## src/design/demo_pkg.sv

```systemverilog
package demo_pkg;

	// board modes, one per push key plus idle
	typedef enum logic [1:0]
	{
		MODE_IDLE      = 2'd0,
		MODE_LED_FLASH = 2'd1,
		MODE_EEPROM    = 2'd2,
		MODE_SD        = 2'd3
	} mode_t;

	// board LEDs
	localparam int LED_W = 4;

	// seven-segment display
	localparam int SEG_SEL_W  = 6; // one select line per digit
	localparam int SEG_DATA_W = 8; // segments a..g plus dp

	// VGA colour channels, RGB565
	localparam int RED_W   = 5;
	localparam int GREEN_W = 6;
	localparam int BLUE_W  = 5;

endpackage

```

## src/design/demo_board_top.sv

```systemverilog
`timescale 1ns/1ns

module demo_board_top
#(
	parameter int DEBOUNCE_CYCLES = 500000,
	parameter int BLINK_BITS      = 25,
	parameter int MEM_RST_CYCLES  = 16
)
(
	input  logic                              clk,
	input  logic                              rst_n,
	input  logic                              key_led,    // active low keys
	input  logic                              key_eeprom,
	input  logic                              key_sd,
	input  logic [demo_pkg::SEG_SEL_W-1:0]    rtc_seg_sel,
	input  logic [demo_pkg::SEG_DATA_W-1:0]   rtc_seg_data,
	input  logic [demo_pkg::SEG_SEL_W-1:0]    eeprom_seg_sel,
	input  logic [demo_pkg::SEG_DATA_W-1:0]   eeprom_seg_data,
	input  logic [demo_pkg::SEG_SEL_W-1:0]    sd_seg_sel,
	input  logic [demo_pkg::SEG_DATA_W-1:0]   sd_seg_data,
	input  logic                              pattern_hs,
	input  logic                              pattern_vs,
	input  logic [demo_pkg::RED_W-1:0]        pattern_r,
	input  logic [demo_pkg::GREEN_W-1:0]      pattern_g,
	input  logic [demo_pkg::BLUE_W-1:0]       pattern_b,
	input  logic                              sd_hs,
	input  logic                              sd_vs,
	input  logic [demo_pkg::RED_W-1:0]        sd_r,
	input  logic [demo_pkg::GREEN_W-1:0]      sd_g,
	input  logic [demo_pkg::BLUE_W-1:0]       sd_b,
	input  logic                              cam_hs,
	input  logic                              cam_vs,
	input  logic [demo_pkg::RED_W-1:0]        cam_r,
	input  logic [demo_pkg::GREEN_W-1:0]      cam_g,
	input  logic [demo_pkg::BLUE_W-1:0]       cam_b,
	output logic [demo_pkg::LED_W-1:0]        led,
	output demo_pkg::mode_t                   mode,
	output logic                              buzzer_en,
	output logic                              sd_en,
	output logic                              camera_en,
	output logic                              eeprom_press,
	output logic                              mem_rst_n,
	output logic [demo_pkg::SEG_SEL_W-1:0]    seg_sel,
	output logic [demo_pkg::SEG_DATA_W-1:0]   seg_data,
	output logic                              vga_hs,
	output logic                              vga_vs,
	output logic [demo_pkg::RED_W-1:0]        vga_r,
	output logic [demo_pkg::GREEN_W-1:0]      vga_g,
	output logic [demo_pkg::BLUE_W-1:0]       vga_b
);

	logic press_led;
	logic press_eeprom;
	logic press_sd;

	key_debounce #(.DEBOUNCE_CYCLES(DEBOUNCE_CYCLES)) u_key_led
	(
		.clk   (clk),
		.rst_n (rst_n),
		.key   (key_led),
		.press (press_led)
	);

	key_debounce #(.DEBOUNCE_CYCLES(DEBOUNCE_CYCLES)) u_key_eeprom
	(
		.clk   (clk),
		.rst_n (rst_n),
		.key   (key_eeprom),
		.press (press_eeprom)
	);

	key_debounce #(.DEBOUNCE_CYCLES(DEBOUNCE_CYCLES)) u_key_sd
	(
		.clk   (clk),
		.rst_n (rst_n),
		.key   (key_sd),
		.press (press_sd)
	);

	mode_ctrl #(.MEM_RST_CYCLES(MEM_RST_CYCLES)) u_mode_ctrl
	(
		.clk          (clk),
		.rst_n        (rst_n),
		.press_led    (press_led),
		.press_eeprom (press_eeprom),
		.press_sd     (press_sd),
		.mode         (mode),
		.buzzer_en    (buzzer_en),
		.sd_en        (sd_en),
		.camera_en    (camera_en),
		.eeprom_press (eeprom_press),
		.mem_rst_n    (mem_rst_n)
	);

	led_indicator #(.BLINK_BITS(BLINK_BITS)) u_led_indicator
	(
		.clk   (clk),
		.rst_n (rst_n),
		.mode  (mode),
		.led   (led)
	);

	output_select u_output_select
	(
		.clk             (clk),
		.rst_n           (rst_n),
		.mode            (mode),
		.rtc_seg_sel     (rtc_seg_sel),
		.rtc_seg_data    (rtc_seg_data),
		.eeprom_seg_sel  (eeprom_seg_sel),
		.eeprom_seg_data (eeprom_seg_data),
		.sd_seg_sel      (sd_seg_sel),
		.sd_seg_data     (sd_seg_data),
		.pattern_hs      (pattern_hs),
		.pattern_vs      (pattern_vs),
		.pattern_r       (pattern_r),
		.pattern_g       (pattern_g),
		.pattern_b       (pattern_b),
		.sd_hs           (sd_hs),
		.sd_vs           (sd_vs),
		.sd_r            (sd_r),
		.sd_g            (sd_g),
		.sd_b            (sd_b),
		.cam_hs          (cam_hs),
		.cam_vs          (cam_vs),
		.cam_r           (cam_r),
		.cam_g           (cam_g),
		.cam_b           (cam_b),
		.seg_sel         (seg_sel),
		.seg_data        (seg_data),
		.vga_hs          (vga_hs),
		.vga_vs          (vga_vs),
		.vga_r           (vga_r),
		.vga_g           (vga_g),
		.vga_b           (vga_b)
	);

endmodule

```

## src/design/key_debounce.sv

```systemverilog
`timescale 1ns/1ns

module key_debounce
#(
	parameter int DEBOUNCE_CYCLES = 500000
)
(
	input  logic clk,
	input  logic rst_n,
	input  logic key,   // active low, idles high
	output logic press
);

	localparam int CNT_W = $clog2(DEBOUNCE_CYCLES + 1);

	logic             key_meta;
	logic             key_sync;
	logic             level;    // accepted key level
	logic [CNT_W-1:0] cnt;

	// two-flop synchroniser, idles high like the key
	always_ff @(posedge clk or negedge rst_n)
	begin
		if (!rst_n)
		begin
			key_meta <= 1'b1;
			key_sync <= 1'b1;
		end
		else
		begin
			key_meta <= key;
			key_sync <= key_meta;
		end
	end

	// count how long the synced value has differed from the accepted level
	always_ff @(posedge clk or negedge rst_n)
	begin
		if (!rst_n)
		begin
			level <= 1'b1;
			cnt   <= '0;
			press <= 1'b0;
		end
		else
		begin
			press <= 1'b0;
			if (key_sync == level)
				cnt <= '0; // bounce back, start over
			else if (cnt == CNT_W'(DEBOUNCE_CYCLES))
			begin
				level <= key_sync;
				cnt   <= '0;
				press <= level & ~key_sync; // accepted fall only
			end
			else
				cnt <= cnt + 1'b1;
		end
	end

endmodule

```

## src/design/led_indicator.sv

```systemverilog
`timescale 1ns/1ns

module led_indicator
#(
	parameter int BLINK_BITS = 25
)
(
	input  logic                       clk,
	input  logic                       rst_n,
	input  demo_pkg::mode_t            mode,
	output logic [demo_pkg::LED_W-1:0] led
);

	import demo_pkg::*;

	localparam int TOP = BLINK_BITS - 1;

	logic [BLINK_BITS-1:0] blink_cnt;

	// free running, wraps
	always_ff @(posedge clk or negedge rst_n)
	begin
		if (!rst_n)
			blink_cnt <= '0;
		else
			blink_cnt <= blink_cnt + 1'b1;
	end

	always_ff @(posedge clk or negedge rst_n)
	begin
		if (!rst_n)
			led <= '0;
		else
		begin
			case (mode)
				MODE_LED_FLASH:
					led <= LED_W'(1) << blink_cnt[TOP -: 2]; // running light
				MODE_EEPROM:
					led <= LED_W'(blink_cnt[TOP]);
				MODE_SD:
					led <= LED_W'({2{blink_cnt[TOP]}});
				default:
					led <= {LED_W{blink_cnt[BLINK_BITS-3]}}; // idle, fast blink of all
			endcase
		end
	end

endmodule

```

## src/design/mode_ctrl.sv

```systemverilog
`timescale 1ns/1ns

module mode_ctrl
#(
	parameter int MEM_RST_CYCLES = 16
)
(
	input  logic            clk,
	input  logic            rst_n,
	input  logic            press_led,
	input  logic            press_eeprom,
	input  logic            press_sd,
	output demo_pkg::mode_t mode,
	output logic            buzzer_en,
	output logic            sd_en,
	output logic            camera_en,
	output logic            eeprom_press,
	output logic            mem_rst_n
);

	import demo_pkg::*;

	localparam int CNT_W = $clog2(MEM_RST_CYCLES + 1);

	mode_t            next_mode;
	logic             mem_rst_trig;
	logic [CNT_W-1:0] mem_rst_cnt;

	// own key of the current mode is ignored, otherwise led > eeprom > sd
	always_comb
	begin
		next_mode = mode;
		if (press_led && mode != MODE_LED_FLASH)
			next_mode = MODE_LED_FLASH;
		else if (press_eeprom && mode != MODE_EEPROM)
			next_mode = MODE_EEPROM;
		else if (press_sd && mode != MODE_SD)
			next_mode = MODE_SD;
	end

	always_ff @(posedge clk or negedge rst_n)
	begin
		if (!rst_n)
			mode <= MODE_IDLE;
		else
			mode <= next_mode;
	end

	// subsystem enables, one cycle behind mode
	always_ff @(posedge clk or negedge rst_n)
	begin
		if (!rst_n)
		begin
			buzzer_en    <= 1'b0;
			sd_en        <= 1'b0;
			camera_en    <= 1'b0;
			eeprom_press <= 1'b0;
		end
		else
		begin
			buzzer_en    <= (mode == MODE_LED_FLASH);
			sd_en        <= (mode == MODE_SD);
			camera_en    <= (mode != MODE_SD); // camera shares memory with sd playback
			eeprom_press <= press_eeprom;      // tester sees the press a cycle late
		end
	end

	// memory controller is reset whenever sd mode is entered or left
	assign mem_rst_trig = (mode == MODE_SD) ? (press_led | press_eeprom) : press_sd;

	always_ff @(posedge clk or negedge rst_n)
	begin
		if (!rst_n)
			mem_rst_n <= 1'b0;
		else if (mem_rst_trig)
			mem_rst_n <= 1'b0;
		else if (mem_rst_cnt == CNT_W'(MEM_RST_CYCLES - 1))
			mem_rst_n <= 1'b1;
		else if (mode == MODE_IDLE)
			mem_rst_n <= 1'b1; // nothing uses the memory in idle
	end

	// hold counter, restarts on every new trigger
	always_ff @(posedge clk or negedge rst_n)
	begin
		if (!rst_n)
			mem_rst_cnt <= '0;
		else if (mem_rst_n || mem_rst_trig)
			mem_rst_cnt <= '0;
		else
			mem_rst_cnt <= mem_rst_cnt + 1'b1;
	end

endmodule

```

## src/design/output_select.sv

```systemverilog
`timescale 1ns/1ns

module output_select
(
	input  logic                              clk,
	input  logic                              rst_n,
	input  demo_pkg::mode_t                   mode,
	// seven-segment sources
	input  logic [demo_pkg::SEG_SEL_W-1:0]    rtc_seg_sel,
	input  logic [demo_pkg::SEG_DATA_W-1:0]   rtc_seg_data,
	input  logic [demo_pkg::SEG_SEL_W-1:0]    eeprom_seg_sel,
	input  logic [demo_pkg::SEG_DATA_W-1:0]   eeprom_seg_data,
	input  logic [demo_pkg::SEG_SEL_W-1:0]    sd_seg_sel,
	input  logic [demo_pkg::SEG_DATA_W-1:0]   sd_seg_data,
	// VGA sources
	input  logic                              pattern_hs,
	input  logic                              pattern_vs,
	input  logic [demo_pkg::RED_W-1:0]        pattern_r,
	input  logic [demo_pkg::GREEN_W-1:0]      pattern_g,
	input  logic [demo_pkg::BLUE_W-1:0]       pattern_b,
	input  logic                              sd_hs,
	input  logic                              sd_vs,
	input  logic [demo_pkg::RED_W-1:0]        sd_r,
	input  logic [demo_pkg::GREEN_W-1:0]      sd_g,
	input  logic [demo_pkg::BLUE_W-1:0]       sd_b,
	input  logic                              cam_hs,
	input  logic                              cam_vs,
	input  logic [demo_pkg::RED_W-1:0]        cam_r,
	input  logic [demo_pkg::GREEN_W-1:0]      cam_g,
	input  logic [demo_pkg::BLUE_W-1:0]       cam_b,
	// display outputs
	output logic [demo_pkg::SEG_SEL_W-1:0]    seg_sel,
	output logic [demo_pkg::SEG_DATA_W-1:0]   seg_data,
	output logic                              vga_hs,
	output logic                              vga_vs,
	output logic [demo_pkg::RED_W-1:0]        vga_r,
	output logic [demo_pkg::GREEN_W-1:0]      vga_g,
	output logic [demo_pkg::BLUE_W-1:0]       vga_b
);

	import demo_pkg::*;

	// clock display is the fallback in idle and led flash
	always_ff @(posedge clk or negedge rst_n)
	begin
		if (!rst_n)
		begin
			seg_sel  <= '0;
			seg_data <= '0;
		end
		else if (mode == MODE_EEPROM)
		begin
			seg_sel  <= eeprom_seg_sel;
			seg_data <= eeprom_seg_data;
		end
		else if (mode == MODE_SD)
		begin
			seg_sel  <= sd_seg_sel;
			seg_data <= sd_seg_data;
		end
		else
		begin
			seg_sel  <= rtc_seg_sel;
			seg_data <= rtc_seg_data;
		end
	end

	always_ff @(posedge clk or negedge rst_n)
	begin
		if (!rst_n)
			{vga_hs, vga_vs, vga_r, vga_g, vga_b} <= '0;
		else if (mode == MODE_IDLE)
			{vga_hs, vga_vs, vga_r, vga_g, vga_b} <= {pattern_hs, pattern_vs, pattern_r,
				pattern_g, pattern_b}; // colour bars
		else if (mode == MODE_SD)
			{vga_hs, vga_vs, vga_r, vga_g, vga_b} <= {sd_hs, sd_vs, sd_r, sd_g, sd_b};
		else
			{vga_hs, vga_vs, vga_r, vga_g, vga_b} <= {cam_hs, cam_vs, cam_r, cam_g, cam_b};
	end

endmodule

```

## config.mk

```make
export PLATFORM = sky130hd
export DESIGN_NAME = demo_board_top
export DESIGN_NICKNAME = d
export VERILOG_FILES = /design/src/design/demo_pkg.sv /design/src/design/demo_board_top.sv /design/src/design/key_debounce.sv /design/src/design/led_indicator.sv /design/src/design/mode_ctrl.sv /design/src/design/output_select.sv
export SDC_FILE = /design/constraint.sdc
export NUM_CORES = 1
export LEC_CHECK = 0
export ABC_CLOCK_PERIOD_IN_PS = 2200
export BUFFER_PORTS_ARGS = -buffer_cell sky130_fd_sc_hd__buf_2
export CAP_MARGIN = 40
export CORE_ASPECT_RATIO = 0.9
export CORE_MARGIN = 3
export CORE_UTILIZATION = 55
export CTS_CLUSTER_SIZE = 40
export DETAILED_ROUTE_END_ITERATION = 10
export GPL_TIMING_DRIVEN = 0
export PLACE_DENSITY = 0.85
export SLEW_MARGIN = 20
export SYNTH_ARGS = -nofsm -noshare
export SYNTH_HDL_FRONTEND = slang
export SYNTH_HIERARCHICAL = 1
export SYNTH_SLANG_ARGS = --single-unit
```

## constraint.sdc

```tcl
create_clock -name clk -period 2.2 [get_ports clk]
set_input_delay 0.11 -clock clk [delete_from_list [all_inputs] [get_ports clk]]
set_output_delay 0.11 -clock clk [all_outputs]
set_load 0.005 [all_outputs]
```

==> impl_metrics.toml <==
[synth]
synth-seq-area-share = 0.515
synth_seq_cells = 142
async_flop_share = 1.00
ys.flop_type = "dfrtp_1"
synth_edf_count = 0
synth_top_area_cell = "dfrtp_1"
synth_area_sq_um = 6920
yosysUniqueCellTypes = 51
synth_top_family_by_area = "simple AND/OR/NAND/NOR gates"
yosysTopAreaCellShare = 0.481
avgSynthCellArea_sq_um = 10.9
synthAdderAreaFrac = 0.0248
muxShareOfSynthArea = 0.0469
synth_xor_area_frac = 0.0910
synth-simple-area-share = 0.215
synth_area_leaders = "dfrtp_1, xnor2_1, nor2_1"
synth_compound_area_frac = 0.0601
synth_warnings = 6
syn_nets = 746
synth_cells = 633

[critical_path]
critPathTopFamily = "buffers and inverters"
critPathBufInv = 3
r2r-start = "u_mode_ctrl/mode[1]"
end_kind = "flip-flop"
worst-path-stages = 5
path_max_fanout = 17
rr_worst_depth = 5
slowest_delay_ns = 0.65
crit_type = "reg -> reg"
cp_data_arrival_time_ns = 2.38
r2r_slack_ns = 0.09
worstPathRequired_ns = 2.47
rr_endpoint = "u_output_select/vga_g[2]"
cp-endpoint = "u_output_select/vga_g[2]"
cp-startpoint = "u_mode_ctrl/mode[1]"
cpMaxStageDelayCell = "dlygate4sd3_1"
start_kind = "flip-flop"
worstPathCellList = "buf_4 -> nand2_4 -> buf_6 -> o221a_1 -> dlygate4sd3_1"

[global_route]
grt_first_pass_wirelength_mm = 33.9
grt_pass1_vias = 6344
use_met1 = 0.377
antenna_found_initial = 1
gr-total-overflow = 0
use_met2 = 0.488
use_met3 = 0.139
track_usage = 0.321
grt_max_degree = 73
top_usage_layer = "met2"

[clock_network]
tritoncts = "yes"
clk_root_buffer_cell = "clkbuf_16"
numCtsBuffers = 17
htree_levels = 4
clockBufferDepth = 2
cts.sinks = 142
clkTransAtPathRegs_ns = 0.06
clkLatencyLatePin_ns = 0.43

[detailed_routing]
vias = 6236
drt_iter0_markers = 818
wl_mm = 21.3
ant_nets = 0
dr.pass1.iters = 7
via_per_inst = 6.11
wl_per_cell_um = 20.9
drc_errors = 0

[power_and_ir_drop]
intPower_mw = 4.75
p_sw_frac = 0.217
p_per_area_nw_per_um2 = 677
cellLeakagePower_nw = 3.96
pwr-share-comb = 0.072
switching_power_mw = 1.32
p_seq_frac = 0.445
ir_drop_mv = 0.525
clkPwrFrac = 0.484

[timing]
setup-violations-final = 0
max_freq_ghz = 0.474
worstMarginPinSlew_ns = 0.548
finalHoldViolCount = 0
skew_ns = 0.00926
min_period_ns = 2.11
slew_headroom = 0.635
rsz0062_at_grt = "no"
final.period_utilization = 0.958
drv_slew = 0
timing.hold.ws_ns = 0.00847

[die]
io-pin-count = 144
die_h_um = 112
rows = 38
die_x_um = 124
start_util = 0.568
dieArea_sq_um = 14000
core_sq_um = 12200

[final_layout]
fin_nets = 958
area_growth_syn_to_layout_pct = 29.7
drive_gt1_frac = 0.275
fin_util = 0.737

[placement]
port_buffers = 143
dp_hpwl_mm = 11.8
routabilityCongestion = 0.891

[outcome]
status = "completed"

[flow_run]
cap_viol_max_count = 0

[worst_hold_path]
hp-class = "in -> reg"
## area by class of cell
cell class              count  area (sq um)
clock buffers              26           489
diodes                      2          5.00
flip-flops and latches    142          3570
inverters                  33           124
repair buffers            193          1240
well taps                 160           200
plain buffers              22           201
fillers                   722          3210
multi-input cells         436          3030
clock inverters             6           110
## metal layers
metal,vias to the layer above,part of all wire
met5,-,0
met4,0,0.065
met3,140,0.11
met2,453,0.47
met1,2993,0.36
li1,2650,-
## timing repair
item	CTS	global route
hold buffers	49	0
endpoints found under the hold margin	96	0
gates resized for setup	0	2
setup endpoints to repair	0	14
buffers inserted	0	0
## tightest hold or removal path, stage by stage
cell and delay [ns]:
buf_2 0.09, mux2i_1 0.06, mux2i_1 0.12
## cells in the mapped netlist, drive strengths merged, types with 4 or more instances
library cell / count
and4bb: 4
inv: 33
o221a: 13
and3: 8
nand3: 39
and4: 4
a21oi: 25
dfstp: 9
buf: 22
dfrtp: 133
or3: 16
ha: 12
nand4: 23
nor3: 20
xor2: 26
nor2: 85
xnor2: 45
o21bai: 4
nor4: 22
mux2i: 29
nand2: 25
## power by group through the flow
stage	Clock [mW]	Combinational [mW]	Sequential, mW
after CTS	2.94	0.406	2.69
after detailed placement	0	0.333	2.74
final	2.93	0.435	2.70
after global routing	3.09	0.477	2.70
after floorplan	0	0.114	2.74
after global placement	0	0.316	2.74
## cells by family after synthesis
family	count (synthesis)
DFF	142
adders and majority gates	14
AOI/OAI and AO/OA	54
and+or+nand+nor	265
buffers and inverters	55
xor gates and xnor gates	71
muxes	32
## layout by cell type (no fill, tap or decap), drive strengths merged, types with 9 or more instances in the layout
cell type	netlist	layout
buf	22	166
dfrtp	133	133
nor2	85	85
dlygate4sd3	0	49
xnor2	45	45
nand3	39	39
inv	33	33
mux2i	29	29
xor2	26	26
clkbuf	0	26
nand2	25	25
a21oi	25	25
nand4	23	23
nor4	22	22
nor3	20	20
or3	16	16
o221a	13	13
ha	12	12
dfstp	9	9
## worst min path at each step
stage | from | to | slack [ns] | depth (start not counted)
final | pattern_r[4] | u_output_select/vga_r[4] | 0.008 | 3
after CTS | pattern_r[4] | u_output_select/vga_r[4] | 0.0009 | 3
after detailed placement | rst_n | u_output_select/vga_g[2] | 0.11 | 1
after floorplan | rst_n | u_key_eeprom/cnt[0] | -0.19 | 0
after global placement | key_sd | u_key_sd/key_meta | 0.22 | 1
after global routing | eeprom_seg_data[1] | u_output_select/seg_data[1] | 0.01 | 3
## through the flow
stage          area (sq um)  worst slack, ns  instances  power, mW  TNS, ns
2_1_floorplan          6920            0.566        633       2.85        0
4_1_cts                8960           0.0981       1018       6.04        0
3_5_place_dp           7870            0.249        937       3.07        0
6_report               8970           0.0923       1020       6.07        0
5_1_grt                8960           0.0225       1019       6.27        0
3_3_place_gp           7830           -0.825        936       3.05  -108.97
## flip-flops by register name (all words and copies together) (netlist names), 2 cells and up
name	count
u_key_led/cnt	19
u_output_select/vga_g	6
u_key_sd/cnt	19
u_output_select/vga_b	5
u_key_eeprom/cnt	19
u_output_select/seg_sel	6
u_mode_ctrl/mem_rst_cnt	5
u_mode_ctrl/mode	2
u_output_select/seg_data	8
u_output_select/vga_r	5
u_led_indicator/blink_cnt	25
u_led_indicator/led	4
No activity file was read; power rests on OpenSTA's default activity.
